==> config.mk <==
export PLATFORM = sky130hd
export DESIGN_NAME = display_top
export DESIGN_NICKNAME = d
export VERILOG_FILES = /design/src/display_pkg.sv /design/src/seven_hex_decoder.sv /design/src/counter_config_regs.sv /design/src/tick_counter.sv /design/src/display_top.sv
export VERILOG_INCLUDE_DIRS = /design/src /design/src/src
export SDC_FILE = /design/constraint.sdc
export NUM_CORES = 1
export LEC_CHECK = 0
export BUFFER_PORTS_ARGS = -buffer_cell sky130_fd_sc_hd__buf_2
export CAP_MARGIN = 30
export CORE_MARGIN = 3
export CORE_UTILIZATION = 44
export CTS_CLUSTER_DIAMETER = 150
export DETAILED_ROUTE_END_ITERATION = 12
export PLACE_DENSITY = 0.69
export SKIP_LAST_GASP = 1
export SYNTH_ARGS = -nofsm -noshare
export SYNTH_HDL_FRONTEND = slang
export SYNTH_SLANG_ARGS = --single-unit
export TNS_END_PERCENT = 5
==> constraint.sdc <==
create_clock -name i_clk -period 9.9 [get_ports i_clk]
set_input_delay 1.485 -clock i_clk [delete_from_list [all_inputs] [get_ports i_clk]]
set_output_delay 1.485 -clock i_clk [all_outputs]
set_load 0.01 [all_outputs]
==> src/display_defines.svh <==
`ifndef DISPLAY_DEFINES_SVH
`define DISPLAY_DEFINES_SVH

`default_nettype none

// Command queue depth, also the host's starting credit count.
`define DISP_CMD_DEPTH 2
`define DISP_MAX_VALUE 6'd47
`define DISP_PRESCALE_W 16

// ********************
// Active-low segments, bit 0 is segment a, bit 6 is segment g.
`define DISP_SEG_D0    7'b1000000
`define DISP_SEG_D1    7'b1111001
`define DISP_SEG_D2    7'b0100100
`define DISP_SEG_D3    7'b0110000
`define DISP_SEG_D4    7'b0011001
`define DISP_SEG_D5    7'b0010010
`define DISP_SEG_D6    7'b0000010
`define DISP_SEG_D7    7'b1011000
`define DISP_SEG_D8    7'b0000000
`define DISP_SEG_D9    7'b0010000
`define DISP_SEG_BLANK 7'b1111111

`default_nettype wire

`endif

==> src/display_pkg.sv <==
`include "display_defines.svh"
`default_nettype none

package display_pkg;

  // Five opcodes need three bits.
  typedef enum logic [2:0] {
    SET_LIMIT    = 3'd0,
    SET_PRESCALE = 3'd1,
    RUN          = 3'd2,
    STOP         = 3'd3,
    CLEAR        = 3'd4
  } cmd_op_e;

  typedef struct packed {
    logic [`DISP_PRESCALE_W-7:0] pad;
    logic [5:0]                  limit;
  } limit_view_t;

  // One payload word, read as a limit or as a prescale divisor.
  typedef union packed {
    limit_view_t                 lim;
    logic [`DISP_PRESCALE_W-1:0] prescale;
  } cmd_payload_u;

  typedef struct packed {
    cmd_op_e      op;
    cmd_payload_u payload;
  } disp_cmd_t;

  typedef struct packed {
    logic [6:0] tens;
    logic [6:0] ones;
  } seg_pair_t;

endpackage

`default_nettype wire

==> src/seven_hex_decoder.sv <==
`include "display_defines.svh"
`default_nettype none

// Digit layout, a dark segment is 1.
//     a
//   f   b
//     g
//   e   c
//     d
module seven_hex_decoder (
  input  wire logic [5:0]            i_value,
  output display_pkg::seg_pair_t     o_segments
);

  logic [3:0] tens;
  logic [5:0] tens_base;
  logic [3:0] ones;

  function automatic logic [6:0] digit_segments(input logic [3:0] digit);
    case (digit)
      4'd0:    return `DISP_SEG_D0;
      4'd1:    return `DISP_SEG_D1;
      4'd2:    return `DISP_SEG_D2;
      4'd3:    return `DISP_SEG_D3;
      4'd4:    return `DISP_SEG_D4;
      4'd5:    return `DISP_SEG_D5;
      4'd6:    return `DISP_SEG_D6;
      4'd7:    return `DISP_SEG_D7;
      4'd8:    return `DISP_SEG_D8;
      4'd9:    return `DISP_SEG_D9;
      default: return `DISP_SEG_BLANK;
    endcase
  endfunction

  // ********************
  // Split into tens and ones.
  always_comb begin
    if (i_value >= 6'd40) begin
      tens      = 4'd4;
      tens_base = 6'd40;
    end else if (i_value >= 6'd30) begin
      tens      = 4'd3;
      tens_base = 6'd30;
    end else if (i_value >= 6'd20) begin
      tens      = 4'd2;
      tens_base = 6'd20;
    end else if (i_value >= 6'd10) begin
      tens      = 4'd1;
      tens_base = 6'd10;
    end else begin
      tens      = 4'd0;
      tens_base = 6'd0;
    end
    ones = 4'(i_value - tens_base);
  end

  // Out of range shows two dark digits.
  always_comb begin
    if (i_value > `DISP_MAX_VALUE) begin
      o_segments.tens = `DISP_SEG_BLANK;
      o_segments.ones = `DISP_SEG_BLANK;
    end else begin
      o_segments.tens = digit_segments(tens);
      o_segments.ones = digit_segments(ones);
    end
  end

endmodule

`default_nettype wire

==> src/counter_config_regs.sv <==
`include "display_defines.svh"
`default_nettype none

module counter_config_regs (
  input  wire logic                        i_clk,
  input  wire logic                        i_reset,
  input  wire logic                        i_cmd_valid,
  input  wire display_pkg::disp_cmd_t      i_cmd,
  output logic                             o_credit,
  output logic [5:0]                       o_limit,
  output logic [`DISP_PRESCALE_W-1:0]      o_prescale,
  output logic                             o_run,
  output logic                             o_clear
);
  import display_pkg::*;

  localparam int PTR_W = $clog2(`DISP_CMD_DEPTH);
  localparam int CNT_W = $clog2(`DISP_CMD_DEPTH + 1);

  disp_cmd_t        queue [`DISP_CMD_DEPTH];
  logic [PTR_W-1:0] wr_ptr;
  logic [PTR_W-1:0] rd_ptr;
  logic [CNT_W-1:0] fill_count;
  logic             pop;
  disp_cmd_t        head;

  function automatic logic [PTR_W-1:0] next_ptr(input logic [PTR_W-1:0] ptr);
    if (ptr == PTR_W'(`DISP_CMD_DEPTH - 1)) begin
      return '0;
    end
    return ptr + 1'b1;
  endfunction

  function automatic logic [5:0] clamp_limit(input logic [5:0] limit);
    return (limit > `DISP_MAX_VALUE) ? `DISP_MAX_VALUE : limit;
  endfunction

  // ********************
  // Credit queue. The host never sends without a credit.
  assign pop  = (fill_count != '0);
  assign head = queue[rd_ptr];

  always_ff @(posedge i_clk) begin
    if (i_cmd_valid) begin
      queue[wr_ptr] <= i_cmd;
    end
  end

  always_ff @(posedge i_clk) begin
    if (i_reset) begin
      wr_ptr     <= '0;
      rd_ptr     <= '0;
      fill_count <= '0;
    end else begin
      if (i_cmd_valid) begin
        wr_ptr <= next_ptr(wr_ptr);
      end
      if (pop) begin
        rd_ptr <= next_ptr(rd_ptr);
      end
      case ({i_cmd_valid, pop})
        2'b10:   fill_count <= fill_count + 1'b1;
        2'b01:   fill_count <= fill_count - 1'b1;
        default: fill_count <= fill_count;
      endcase
    end
  end

  // ********************
  // Apply the head command.
  always_ff @(posedge i_clk) begin
    if (i_reset) begin
      o_credit   <= 1'b0;
      o_clear    <= 1'b0;
      o_run      <= 1'b0;
      o_limit    <= `DISP_MAX_VALUE;
      o_prescale <= '0;
    end else begin
      o_credit <= pop;
      o_clear  <= 1'b0;
      if (pop) begin
        case (head.op)
          SET_LIMIT:    o_limit    <= clamp_limit(head.payload.lim.limit);
          SET_PRESCALE: o_prescale <= head.payload.prescale;
          RUN:          o_run      <= 1'b1;
          STOP:         o_run      <= 1'b0;
          // Back-to-back clears merge into one pulse.
          CLEAR:        o_clear    <= ~o_clear;
          default:      o_run      <= o_run;
        endcase
      end
    end
  end

endmodule

`default_nettype wire

==> src/tick_counter.sv <==
`include "display_defines.svh"
`default_nettype none

module tick_counter (
  input  wire logic                        i_clk,
  input  wire logic                        i_reset,
  input  wire logic [5:0]                  i_limit,
  input  wire logic [`DISP_PRESCALE_W-1:0] i_prescale,
  input  wire logic                        i_run,
  input  wire logic                        i_clear,
  output logic [5:0]                       o_value
);

  logic [`DISP_PRESCALE_W-1:0] prescale_count;
  logic                        step;
  logic [5:0]                  next_value;

  // A lowered prescale must not strand the count above it.
  assign step = i_run && (prescale_count >= i_prescale);

  // Wrap at the limit, or from above a freshly lowered one.
  assign next_value = (o_value >= i_limit) ? 6'd0 : o_value + 6'd1;

  // ********************
  // Prescaler.
  always_ff @(posedge i_clk) begin
    if (i_reset || i_clear) begin
      prescale_count <= '0;
    end else if (step) begin
      prescale_count <= '0;
    end else if (i_run) begin
      prescale_count <= prescale_count + 1'b1;
    end
  end

  // ********************
  // Value counter, clear wins over a step.
  always_ff @(posedge i_clk) begin
    if (i_reset) begin
      o_value <= 6'd0;
    end else if (i_clear) begin
      o_value <= 6'd0;
    end else if (step) begin
      o_value <= next_value;
    end
  end

endmodule

`default_nettype wire

==> src/display_top.sv <==
`include "display_defines.svh"
`default_nettype none

module display_top (
  input  wire logic                   i_clk,
  input  wire logic                   i_reset,
  input  wire logic                   i_cmd_valid,
  input  wire display_pkg::disp_cmd_t i_cmd,
  output logic                        o_credit,
  output display_pkg::seg_pair_t      o_segments
);

  logic [5:0]                  limit;
  logic [`DISP_PRESCALE_W-1:0] prescale;
  logic                        run;
  logic                        clear;
  logic [5:0]                  value;

  counter_config_regs u_config (
    .i_clk       (i_clk),
    .i_reset     (i_reset),
    .i_cmd_valid (i_cmd_valid),
    .i_cmd       (i_cmd),
    .o_credit    (o_credit),
    .o_limit     (limit),
    .o_prescale  (prescale),
    .o_run       (run),
    .o_clear     (clear)
  );

  tick_counter u_counter (
    .i_clk      (i_clk),
    .i_reset    (i_reset),
    .i_limit    (limit),
    .i_prescale (prescale),
    .i_run      (run),
    .i_clear    (clear),
    .o_value    (value)
  );

  seven_hex_decoder u_decoder (
    .i_value    (value),
    .o_segments (o_segments)
  );

endmodule

`default_nettype wire

**After elaboration in Yosys (flattened, before gate mapping)**

Memories as Yosys holds them, arrays and structs flattened. A register that Yosys moved wholly into a read port is not among the register bits.
Cells that the tools add are included.

- Magnitude comparators: 8
- Bitwise operators: 3
- Mux-type cells: 27
- Add/subtract/negate cells: 7
- Equal/unequal tests: 6
- Reduce and logical (&&, ||, !) cells: 12

Operator list:

| cell | count |
|---|---|
| $mux 4 | 7 |
| $add 16x1->16 const B | 1 |
| $ge 16x16->1 | 1 |
| $mux 1 | 15 |
| $mux 14 | 1 |
| $ge 6x5->1 const B | 2 |
| $gt 6x6->1 const B | 2 |
| $mux 6 | 2 |
| $add 6x1->6 const B | 1 |
| $eq 3x2->1 const B | 2 |
| $ge 6x4->1 const B | 1 |
| $ge 6x6->1 | 1 |
| $ge 6x6->1 const B | 1 |
| $reduce_and 2->1 | 3 |
| $reduce_bool 2->1 | 3 |
| $pmux 2 s2 | 1 |
| $reduce_or 2->1 | 2 |
| $sub 4x4->4 | 1 |
| $eq 3x1->1 const B | 1 |
| $eq 3x3->1 const B | 1 |
| $logic_not 3->1 | 1 |
| $not 1->1 | 3 |
| $reduce_or 3->1 | 1 |
| $add 1x1->1 const B | 2 |
| other kinds (7) | 7 |

- Output and inout bits: 15
- Memory bits (read-only): 224
- Memory bits (writable): 38
- Bits in registers: 51
- Input bits: 22
- Memories kept: 3

Memories:

| memory | words | bits a word | read ports | clocked after memory_dff | write ports | line | RTL |
|---|---|---|---|---|---|---|---|
| (name not given) | 16 | 7 | 1 | 0 | 0 | seven_hex_decoder.sv:20 | `case (digit)` |
| (name not given) | 16 | 7 | 1 | 0 | 0 | seven_hex_decoder.sv:20 |  |
| u_config.queue | 2 | 19 | 1 | 1 | 1 | counter_config_regs.sv:20 | `` disp_cmd_t queue [`DISP_CMD_DEPTH]; `` |

**Depth between registers and ports, before layout**

Gate-level depths: netlist of run 1.
An unclocked memory read counts as a cell.

- Depth in word-level cells: 8
- Gate-level depth with buffers: 14
- Gate-level depth less buffers: 12

**By module**

A second synthesis of run 1 with hierarchy kept.

- Cell total of the unflattened synthesis: 458
- Area, all modules: 4,833.4 sq um

By module, submodules not included:

| module | cells each | times used | area each (sq um) | sequential area each (sq um) |
|---|---|---|---|---|
| counter_config_regs | 195 | 1 | 2,756.4 | 1,741.7 |
| tick_counter | 185 | 1 | 1,550.2 | 440.4 |
| seven_hex_decoder | 78 | 1 | 526.8 | 0.0 |

**Worst setup path before layout of run 1**

Ideal clock, no wire load.

- Kind: reg-to-output
- Start: reg u_counter.o_value[4]
- End: out o_segments[2] (netlist bit)
- Slack: 5,240 ps
- Buffers on the path: 1
- Arrival: 3,175 ps
- Cell stages (with the launch flop): 13
- Data required time: 8,415 ps
- Path through: dfxtp_1 -> inv_2 -> maj3_2 -> a221o_1 -> buf_6 -> nand3_1 -> inv_1 -> ha_1 -> fa_1 -> xnor2_1 -> xnor2_4 -> and3_2 -> o21ai_0

RTL lines:

| element | line | RTL |
|---|---|---|
| start, declared | tick_counter.sv:11 | `output logic [5:0] o_value` |
| start signal, assigned | tick_counter.sv:44 | `o_value <= next_value;` |
| end, declared | display_top.sv:10 | `output display_pkg::seg_pair_t o_segments` |

==> summary.txt, run 1 <==
Pwr
  • Static leakage: 1.954 nW
  • P_int: about 630 uW
  • Clk pwr share: 0.312
  • Max IR drop VDD: approximately 0.12 mV
  • P per Cell Area: between 150 and 200 nW/um^2
  • Combinational share of power: 0.191
  • Sequential Power Share: 0.497
  • P_sw: 247.2 uW
  • Pwr Total: 878.9 uW
  • Sw Share: 0.2812

Synth
  • Compound-Gate Fraction of Synth Area: 0.1230
  • Mapped Cells: 441
  • Synth top area cells: edfxtp_1 26%, dfxtp_1 23%, ha_1 9.9%, nor2_1 4.6%, mux2i_1 4.3%
  • Synth area leader: edfxtp_1
  • Mux share of post-synthesis cell area: 0.04287
  • Number of synthesized register bits: 90
  • Most frequent cells after synthesis: 54 x nor2_1, 52 x dfxtp_1, 38 x edfxtp_1, 38 x inv_1, 35 x ha_1
  • Syn avg cell area: 10.06 um^2
  • Simple-gate share of the synthesized area: 0.1379
  • Largest family of logic cells by synthesized area: simple AND/OR/NAND/NOR gates
  • Sequential area share after synthesis: 0.4918
  • Post-synth cell types: 48
  • Ys async rst share: 0
  • Synth Warn #: 0
  • Post-Synth Adder-Cell Area: 0.1058
  • Synth Area in XOR/XNOR: 0.04766
  • Top FF cell, synth: dfxtp_1
  • Most common cell in the netlist: nor2_1
  • Post-synth EDFFs: 38
  • Mapped cell area: 4437 um^2
  • Syn Nets: 499
  • Share of the synthesized area in the top cell type: 0.2572

Clock network
  • CTS Buf Count: 9
  • H-tree depth: 3
  • CTS resizes: 0
  • Hold-fix buffers at CTS: 0
  • CTS Root Cell: clkbuf_8
  • CTS tree: done
  • Post-CTS setup buffer count: 0
  • Reg clk slew, reported paths: 90 ps
  • Clock latency on the worst-skew pair: between 300 and 400 ps
  • Clk sinks: 90
  • Longest Clk Path Bufs: 2

Finish
  • Nets: 533
  • Final non-filler cell total: 613
  • Proportion of layout cells with a drive suffix above 1: 0.1375
  • Fillcell total: 864
  • Post-Route Utilization: 0.5082
  • Ant diodes: 0
  • Layout area overhead: 11.96%

Detailed routing
  • Initial DRC count: 130
  • Routed Antenna Nets: 0
  • DRC viols: 0
  • DRT Pass-1 Iters: 4
  • Post-Route WL: 7688 um
  • WL per Instance: 12.54 um
  • Via/cell ratio: just over 5
  • Vias: 3,098

Floorplan
  • Initial Util: 0.4539
  • Rows: 36
  • Ports: 37
  • DIE AREA: approximately 11,000 um^2
  • Die Height: 106.4 um
  • Std-Cell Core Area: 9774 um^2
  • Chip Width: 106.4 um

Critical path
  • WP depth: 12
  • Delay-heaviest family, CP: adder cells
  • Start point of the critical path: u_counter.o_value[4]
  • Worst path max stage delay: 560 ps
  • Register-to-Register Path Depth: 8
  • WP buf/inv: 3
  • Crit path DAT: 3880 ps
  • Crit path launch type: flop
  • Critical path, cell by cell: inv_2 -> maj3_2 -> a221o_1 -> nand3_1 -> inv_1 -> ha_1 -> fa_1 -> xnor2_1 -> xnor2_4 -> and3_2 -> o21ai_0 -> buf_2
  • Slowest CP cell: xnor2_1
  • CP Class: reg -> out
  • Worst endpoint required time: 8420 ps
  • R2R Path Start: u_counter.prescale_count[0]
  • Max FO, Critical Path: 10
  • Crit end category: output pin

Timing
  • Worst relative slew slack: 0.4317
  • Minimum clock period: between 5000 and 6000 ps
  • Period utilization: 0.5416
  • Tightest Pin Transition: 852.5 ps
  • Fin. max-slew vios: 0
  • Clock Skew: 9.153 ps
  • Final hold vios: 0
  • FMAX: 0.1865 GHz
  • RSZ-0062 raised after global routing: no
  • Final setup viols: 0
  • Setup_tns: 0 ps

Placement
  • Port Buffers: 36
  • Post-DP HPWL: 5660 um
  • Cells after DPL: 597
  • GP Congestion: 0.8033

Global routing
  • Gr ovfl total: 0
  • Gr usage total: 0.1428
  • Initial antenna violation count: 0
  • Vias in the first global route: 2,828
  • Largest net degree at the start of global routing: 32
  • Global-route wire length before repair: 13,140 um

Outcome
  • Status: completed

Job
  • Max-cap viol count: 0

Hold path
  • Hold_sp: u_config.o_prescale[2]
  • Depth of the worst hold-timing path: 2
  • Worst Hold Class: reg -> reg
state kept, by name, indices dropped and copies added (netlist names), named ones only:
name                      flops
u_config.o_prescale          16
u_config.o_run                1
u_config.rd_ptr               1
u_config.queue               38
u_config.o_limit              6
u_counter.o_value             6
u_counter.prescale_count     16
u_config.fill_count           2
u_config.wr_ptr               1
u_config.o_clear              1
u_config.o_credit             1
final timing paths:
| check | endpoint | slack, ps |
|---|---|---|
| hold reg to reg | u_config.o_prescale[2] | 500 |
| setup reg to reg | u_counter.o_value[2] | 7490 |
| setup / recovery | o_segments[2] | 4540 |
| hold / removal | u_config.o_prescale[2] | 500 |
cell families (layout without fill, tap and decap cells):
logic type / after synthesis / after routing
and+or+nand+nor: 133 / 133
DFF: 90 / 90
AOI/OAI and AO/OA: 84 / 84
buffers and inverters: 56 / 95
adders and majority gates: 37 / 37
xor gates and xnor gates: 22 / 22
muxes: 19 / 19
layer usage:
layer / wire, um / part of all wire / vias to the layer above / GRT usage
met2: 3531 / 0.46 / 49 / 0.2290
met3: 265 / 0.034 / 11 / 0.02793
li1: - / - / 1631 / -
met1: 3759 / 0.49 / 1407 / 0.1926
met4: 131 / 0.017 / 0 / 0.05205
met5: 0 / 0 / - / 0
cells in the final DEF, fill, tap and decap left out, drive strengths merged, types with 2 or more instances in the layout:
cell type and n:
nor3 7, edfxtp 38, dfxtp 52, or3 5, nor2b 3, nand2b 6
o41ai 2, a32oi 2, nor3b 2, a21oi 19, xnor2 8, xor2 14
and3 5, o21ai 21, a211oi 18, bufinv 2, o22ai 5, nand2 25
ha 35, o31ai 3, or2 2, clkinv 2, buf 40, nand3 16
clkbuf 9, mux2i 19, inv 41, nand4 6, nor2 54, a21boi 4
worst min-delay path: stages, from the launching register on:
cell,delay [ps]
dfxtp_1,320
nor2_1,90
a211oi_1,50
through the flow:
step / cell area [um^2] / setup slack (ps) / hold slack [ps]
floorplan: 4437 / 5240 / 464.6
global placement: 4728 / 5064 / 479.0
detailed placement: 4743 / 4902 / 493.2
CTS: 4967 / 4503 / 505.2
global route: 4967 / 4237 / 527.4
finish: 4967 / 4538 / 501.1
power groups by stage:
| stage | Clock (mW) | Sequential (mW) | Combinational (mW) |
|---|---|---|---|
| after floorplan | 0 | 0.441 | 0.130 |
| after global placement | 0 | 0.445 | 0.162 |
| after detailed placement | 0 | 0.446 | 0.169 |
| after CTS | 0.280 | 0.437 | 0.170 |
| after global routing | 0.298 | 0.441 | 0.192 |
| final | 0.274 | 0.437 | 0.168 |
cell type report:
cell class	instances	area, um^2	share of cell area
Sequential cell	90	2182	0.4393
Multi-Input combinational cell	295	2031	0.4088
Timing Repair Buffer	40	217.7	0.04383
Tap cell	133	166.4	0.03350
Inverter	39	146.4	0.02947
Clock buffer	9	123.9	0.02494
Clock inverter	7	100.1	0.02015
(Power assumes the default switching activity.)
==> run 2: changes to the inputs <==
--- a/config.mk
+++ b/config.mk
@@ -6,6 +6,7 @@
 export SDC_FILE = /design/constraint.sdc
 export NUM_CORES = 1
 export LEC_CHECK = 0
+export ABC_AREA = 1
 export BUFFER_PORTS_ARGS = -buffer_cell sky130_fd_sc_hd__buf_2
 export CAP_MARGIN = 30
 export CORE_MARGIN = 3
==> constraint.sdc (replaced) <==
create_clock -name i_clk -period 5.6 [get_ports i_clk]
set_input_delay 0.84 -clock i_clk [delete_from_list [all_inputs] [get_ports i_clk]]
set_output_delay 0.84 -clock i_clk [all_outputs]
set_load 0.01 [all_outputs]
==> run 2 against run 1 <==
First-iteration DRC count up 13%. Final area up 0.93%. Via count up 9.0%. Clock skew down 0.85 ps. Sequential cell count unchanged. Sequential power up 86%. Die area up 2.0%. Area after synthesis up 2.1%. Power up 87%. Sequential share of layout area down 0.41 points. Synthesized cell count up 18%. Clock power up 46%. Highest routed layer unchanged.
==> summary.txt, run 2 <==
Finish
  • Largest Register: u_config.queue
  • Proportion of layout cells with a drive suffix above 1: 0.1327
  • Layout area overhead: 10.63%
  • Ant diodes: 0
  • Finished Cell Area: 5014 um^2
  • Most frequent cells in the layout: 93 x nand2_1, 75 x inv_1, 58 x nor2_1
  • Final non-filler cell total: 698
  • Max reg flops: 38
  • Regs by FF count: u_config.queue: 38 flops, u_config.o_prescale: 16 flops, u_counter.prescale_count: 16 flops
  • Most common cell after layout, fill and taps aside: nand2_1
  • Nets: 618

Clock network
  • Longest Clk Path Bufs: 2
  • Clock latency on the worst-skew pair: roughly 360 ps
  • Hold-fix buffers at CTS: 0
  • CTS Buf Count: 9
  • CTS Root Cell: clkbuf_8
  • Clk sinks: 90
  • H-tree depth: 3
  • CTS tree: done
  • CTS resizes: 0
  • Post-CTS setup buffer count: 0
  • Reg clk slew, reported paths: 90 ps

Critical path
  • Worst endpoint required time: 4760 ps
  • Max FO, Critical Path: 9
  • Crit path launch type: flop
  • Crit end category: output pin
  • Crit path DAT: 2920 ps
  • CP Class: reg -> out

Pwr
  • P_sw: 567.8 uW
  • Max IR drop VDD: 0.1957 mV
  • Static leakage: 2.224 nW
  • Clk pwr share: 0.242
  • Sw Share: 0.3451
  • Sequential Power Share: 0.495
  • Combinational share of power: 0.263
  • P_int: 1.077 mW
  • P per Cell Area: 328.2 nW/um^2

Timing
  • Setup_tns: 0 ps
  • RSZ-0062 raised after global routing: no
  • Period utilization: 0.6718
  • Fin. max-slew vios: 0
  • Tightest Pin Transition: ~760 ps
  • Worst relative slew slack: 0.4908
  • Clock Skew: 8.299 ps
  • Final hold vios: 0
  • Minimum clock period: 3762 ps
  • Final setup viols: 0
  • FMAX: 0.2658 GHz

Global routing
  • Largest net degree at the start of global routing: 27
  • Gr ovfl total: 0
  • Gr usage total: 0.1541
  • Vias in the first global route: 3,368
  • Global-route wire length before repair: ~15,000 um
  • Initial antenna violation count: 0

Placement
  • GP Congestion: 0.8292
  • Cells after DPL: 682
  • Port Buffers: 36
  • Placement Cell Area: between 4000 and 5000 um^2
  • Post-DP HPWL: around 6000 um

Synth
  • Syn Nets: 580
  • Share of the synthesized area in the top cell type: 0.2518
  • Post-synth cell types: 39
  • Synth Warn #: 0
  • Mapped cell area: 4532 um^2
  • Post-synth EDFFs: 38
  • Mapped Cells: about 520
  • Number of synthesized register bits: 90
  • Syn avg cell area: 8.682 um^2
  • Most common cell in the netlist: nand2_1
  • Synth top area cells: edfxtp_1 25%, dfxtp_1 23%, ha_1 9.7%, nand2_1 7.7%, inv_1 6.2%
  • Ys async rst share: 0
  • Top FF cell, synth: dfxtp_1
  • Synth area leader: edfxtp_1
  • Sequential area share after synthesis: 0.4815
  • Most frequent cells after synthesis: 93 x nand2_1, 75 x inv_1, 58 x nor2_1

Outcome
  • Status: completed

Detailed routing
  • Via/cell ratio: 4.838
  • Initial DRC count: 147
  • Routed Antenna Nets: 0
  • DRT Pass-1 Iters: 4
  • DRC viols: 0
  • Vias: between 3,000 and 4,000
  • WL per Instance: about 12 um
  • Post-Route WL: 8043 um

Floorplan
  • Chip Width: around 110 um
  • DIE AREA: 11,550 um^2
  • Std-Cell Core Area: approximately 10000 um^2
  • Die Height: 107.5 um
  • Ports: 37
  • Rows: 36
  • Initial Util: 0.4573

Hold path
  • Worst Hold Class: reg -> reg

Job
  • Max-cap viol count: 0
-- run 2: metrics by stage --
stage | util | worst slack (ps) | total power, mW | hold slack (ps)
after detailed placement | 0.4881 | 2237 | 1.265 | 419.8
after global routing | 0.5059 | 1544 | 1.776 | 480.9
final | 0.5059 | 1838 | 1.645 | 434.1
after global placement | 0.4866 | 2416 | 1.237 | 416.4
after floorplan | - | 2584 | 1.151 | 399.0
after CTS | 0.5059 | 1830 | 1.663 | 435.6
-- run 2: cells by family after synthesis --
family          share of synthesized area
simple gates                       0.1916
compound gates                     0.1052
fa+ha+maj                          0.1010
flops                              0.4815
buf+inv                           0.07786
xor+xnor                          0.02899
mux                               0.01380
-- run 2: power by group through the flow --
stage               clock network [mW]  registers (mW)  logic (mW)
finish                           0.399           0.814       0.433
global route                     0.441           0.826       0.509
CTS                              0.411           0.814       0.438
detailed placement                   0           0.829       0.436
global placement                     0           0.842       0.395
floorplan                            0           0.799       0.351
-- run 2: worst paths after layout --
kind	from	end	slack [ps]	depth (start not counted)
min	u_config.o_clear	u_config.o_clear	430	1
max	u_counter.o_value[3]	o_segments[2]	1840	14
max reg2reg	flop	u_config.o_prescale[9]	3460	7
min reg2reg	u_config.o_clear	u_config.o_clear	430	1
-- run 2: cell type report --
cell class	instances	area, um^2
sequential	90	2182
clock buffer	10	127.6
multi-input combinational	344	1997
tap	133	166.4
inverter	77	289.0
timing repair buffer	38	202.7
clock inverter	6	48.80
fill	957	4896
-- run 2: worst max-delay path, stage by stage (launching register included) --
cell and delay [ps]:
dfxtp_1 530, nand2_1 130, nor3_2 180, nor2_1 60, nand2_1 100, inv_1 60, nor2_1 180, ha_1 200
fa_1 510, nand2_1 140, nand3_1 90, nand2_1 70, inv_1 110, nand2_1 90, buf_2 130
-- run 2: layer usage --
layer | vias to the layer above | GRT usage | part of all wire
met3 | 13 | 0.02819 | 0.035
met5 | - | 0 | 0
met1 | 1527 | 0.1965 | 0.48
met4 | 0 | 0.06041 | 0.020
li1 | 1782 | - | -
met2 | 55 | 0.2589 | 0.47
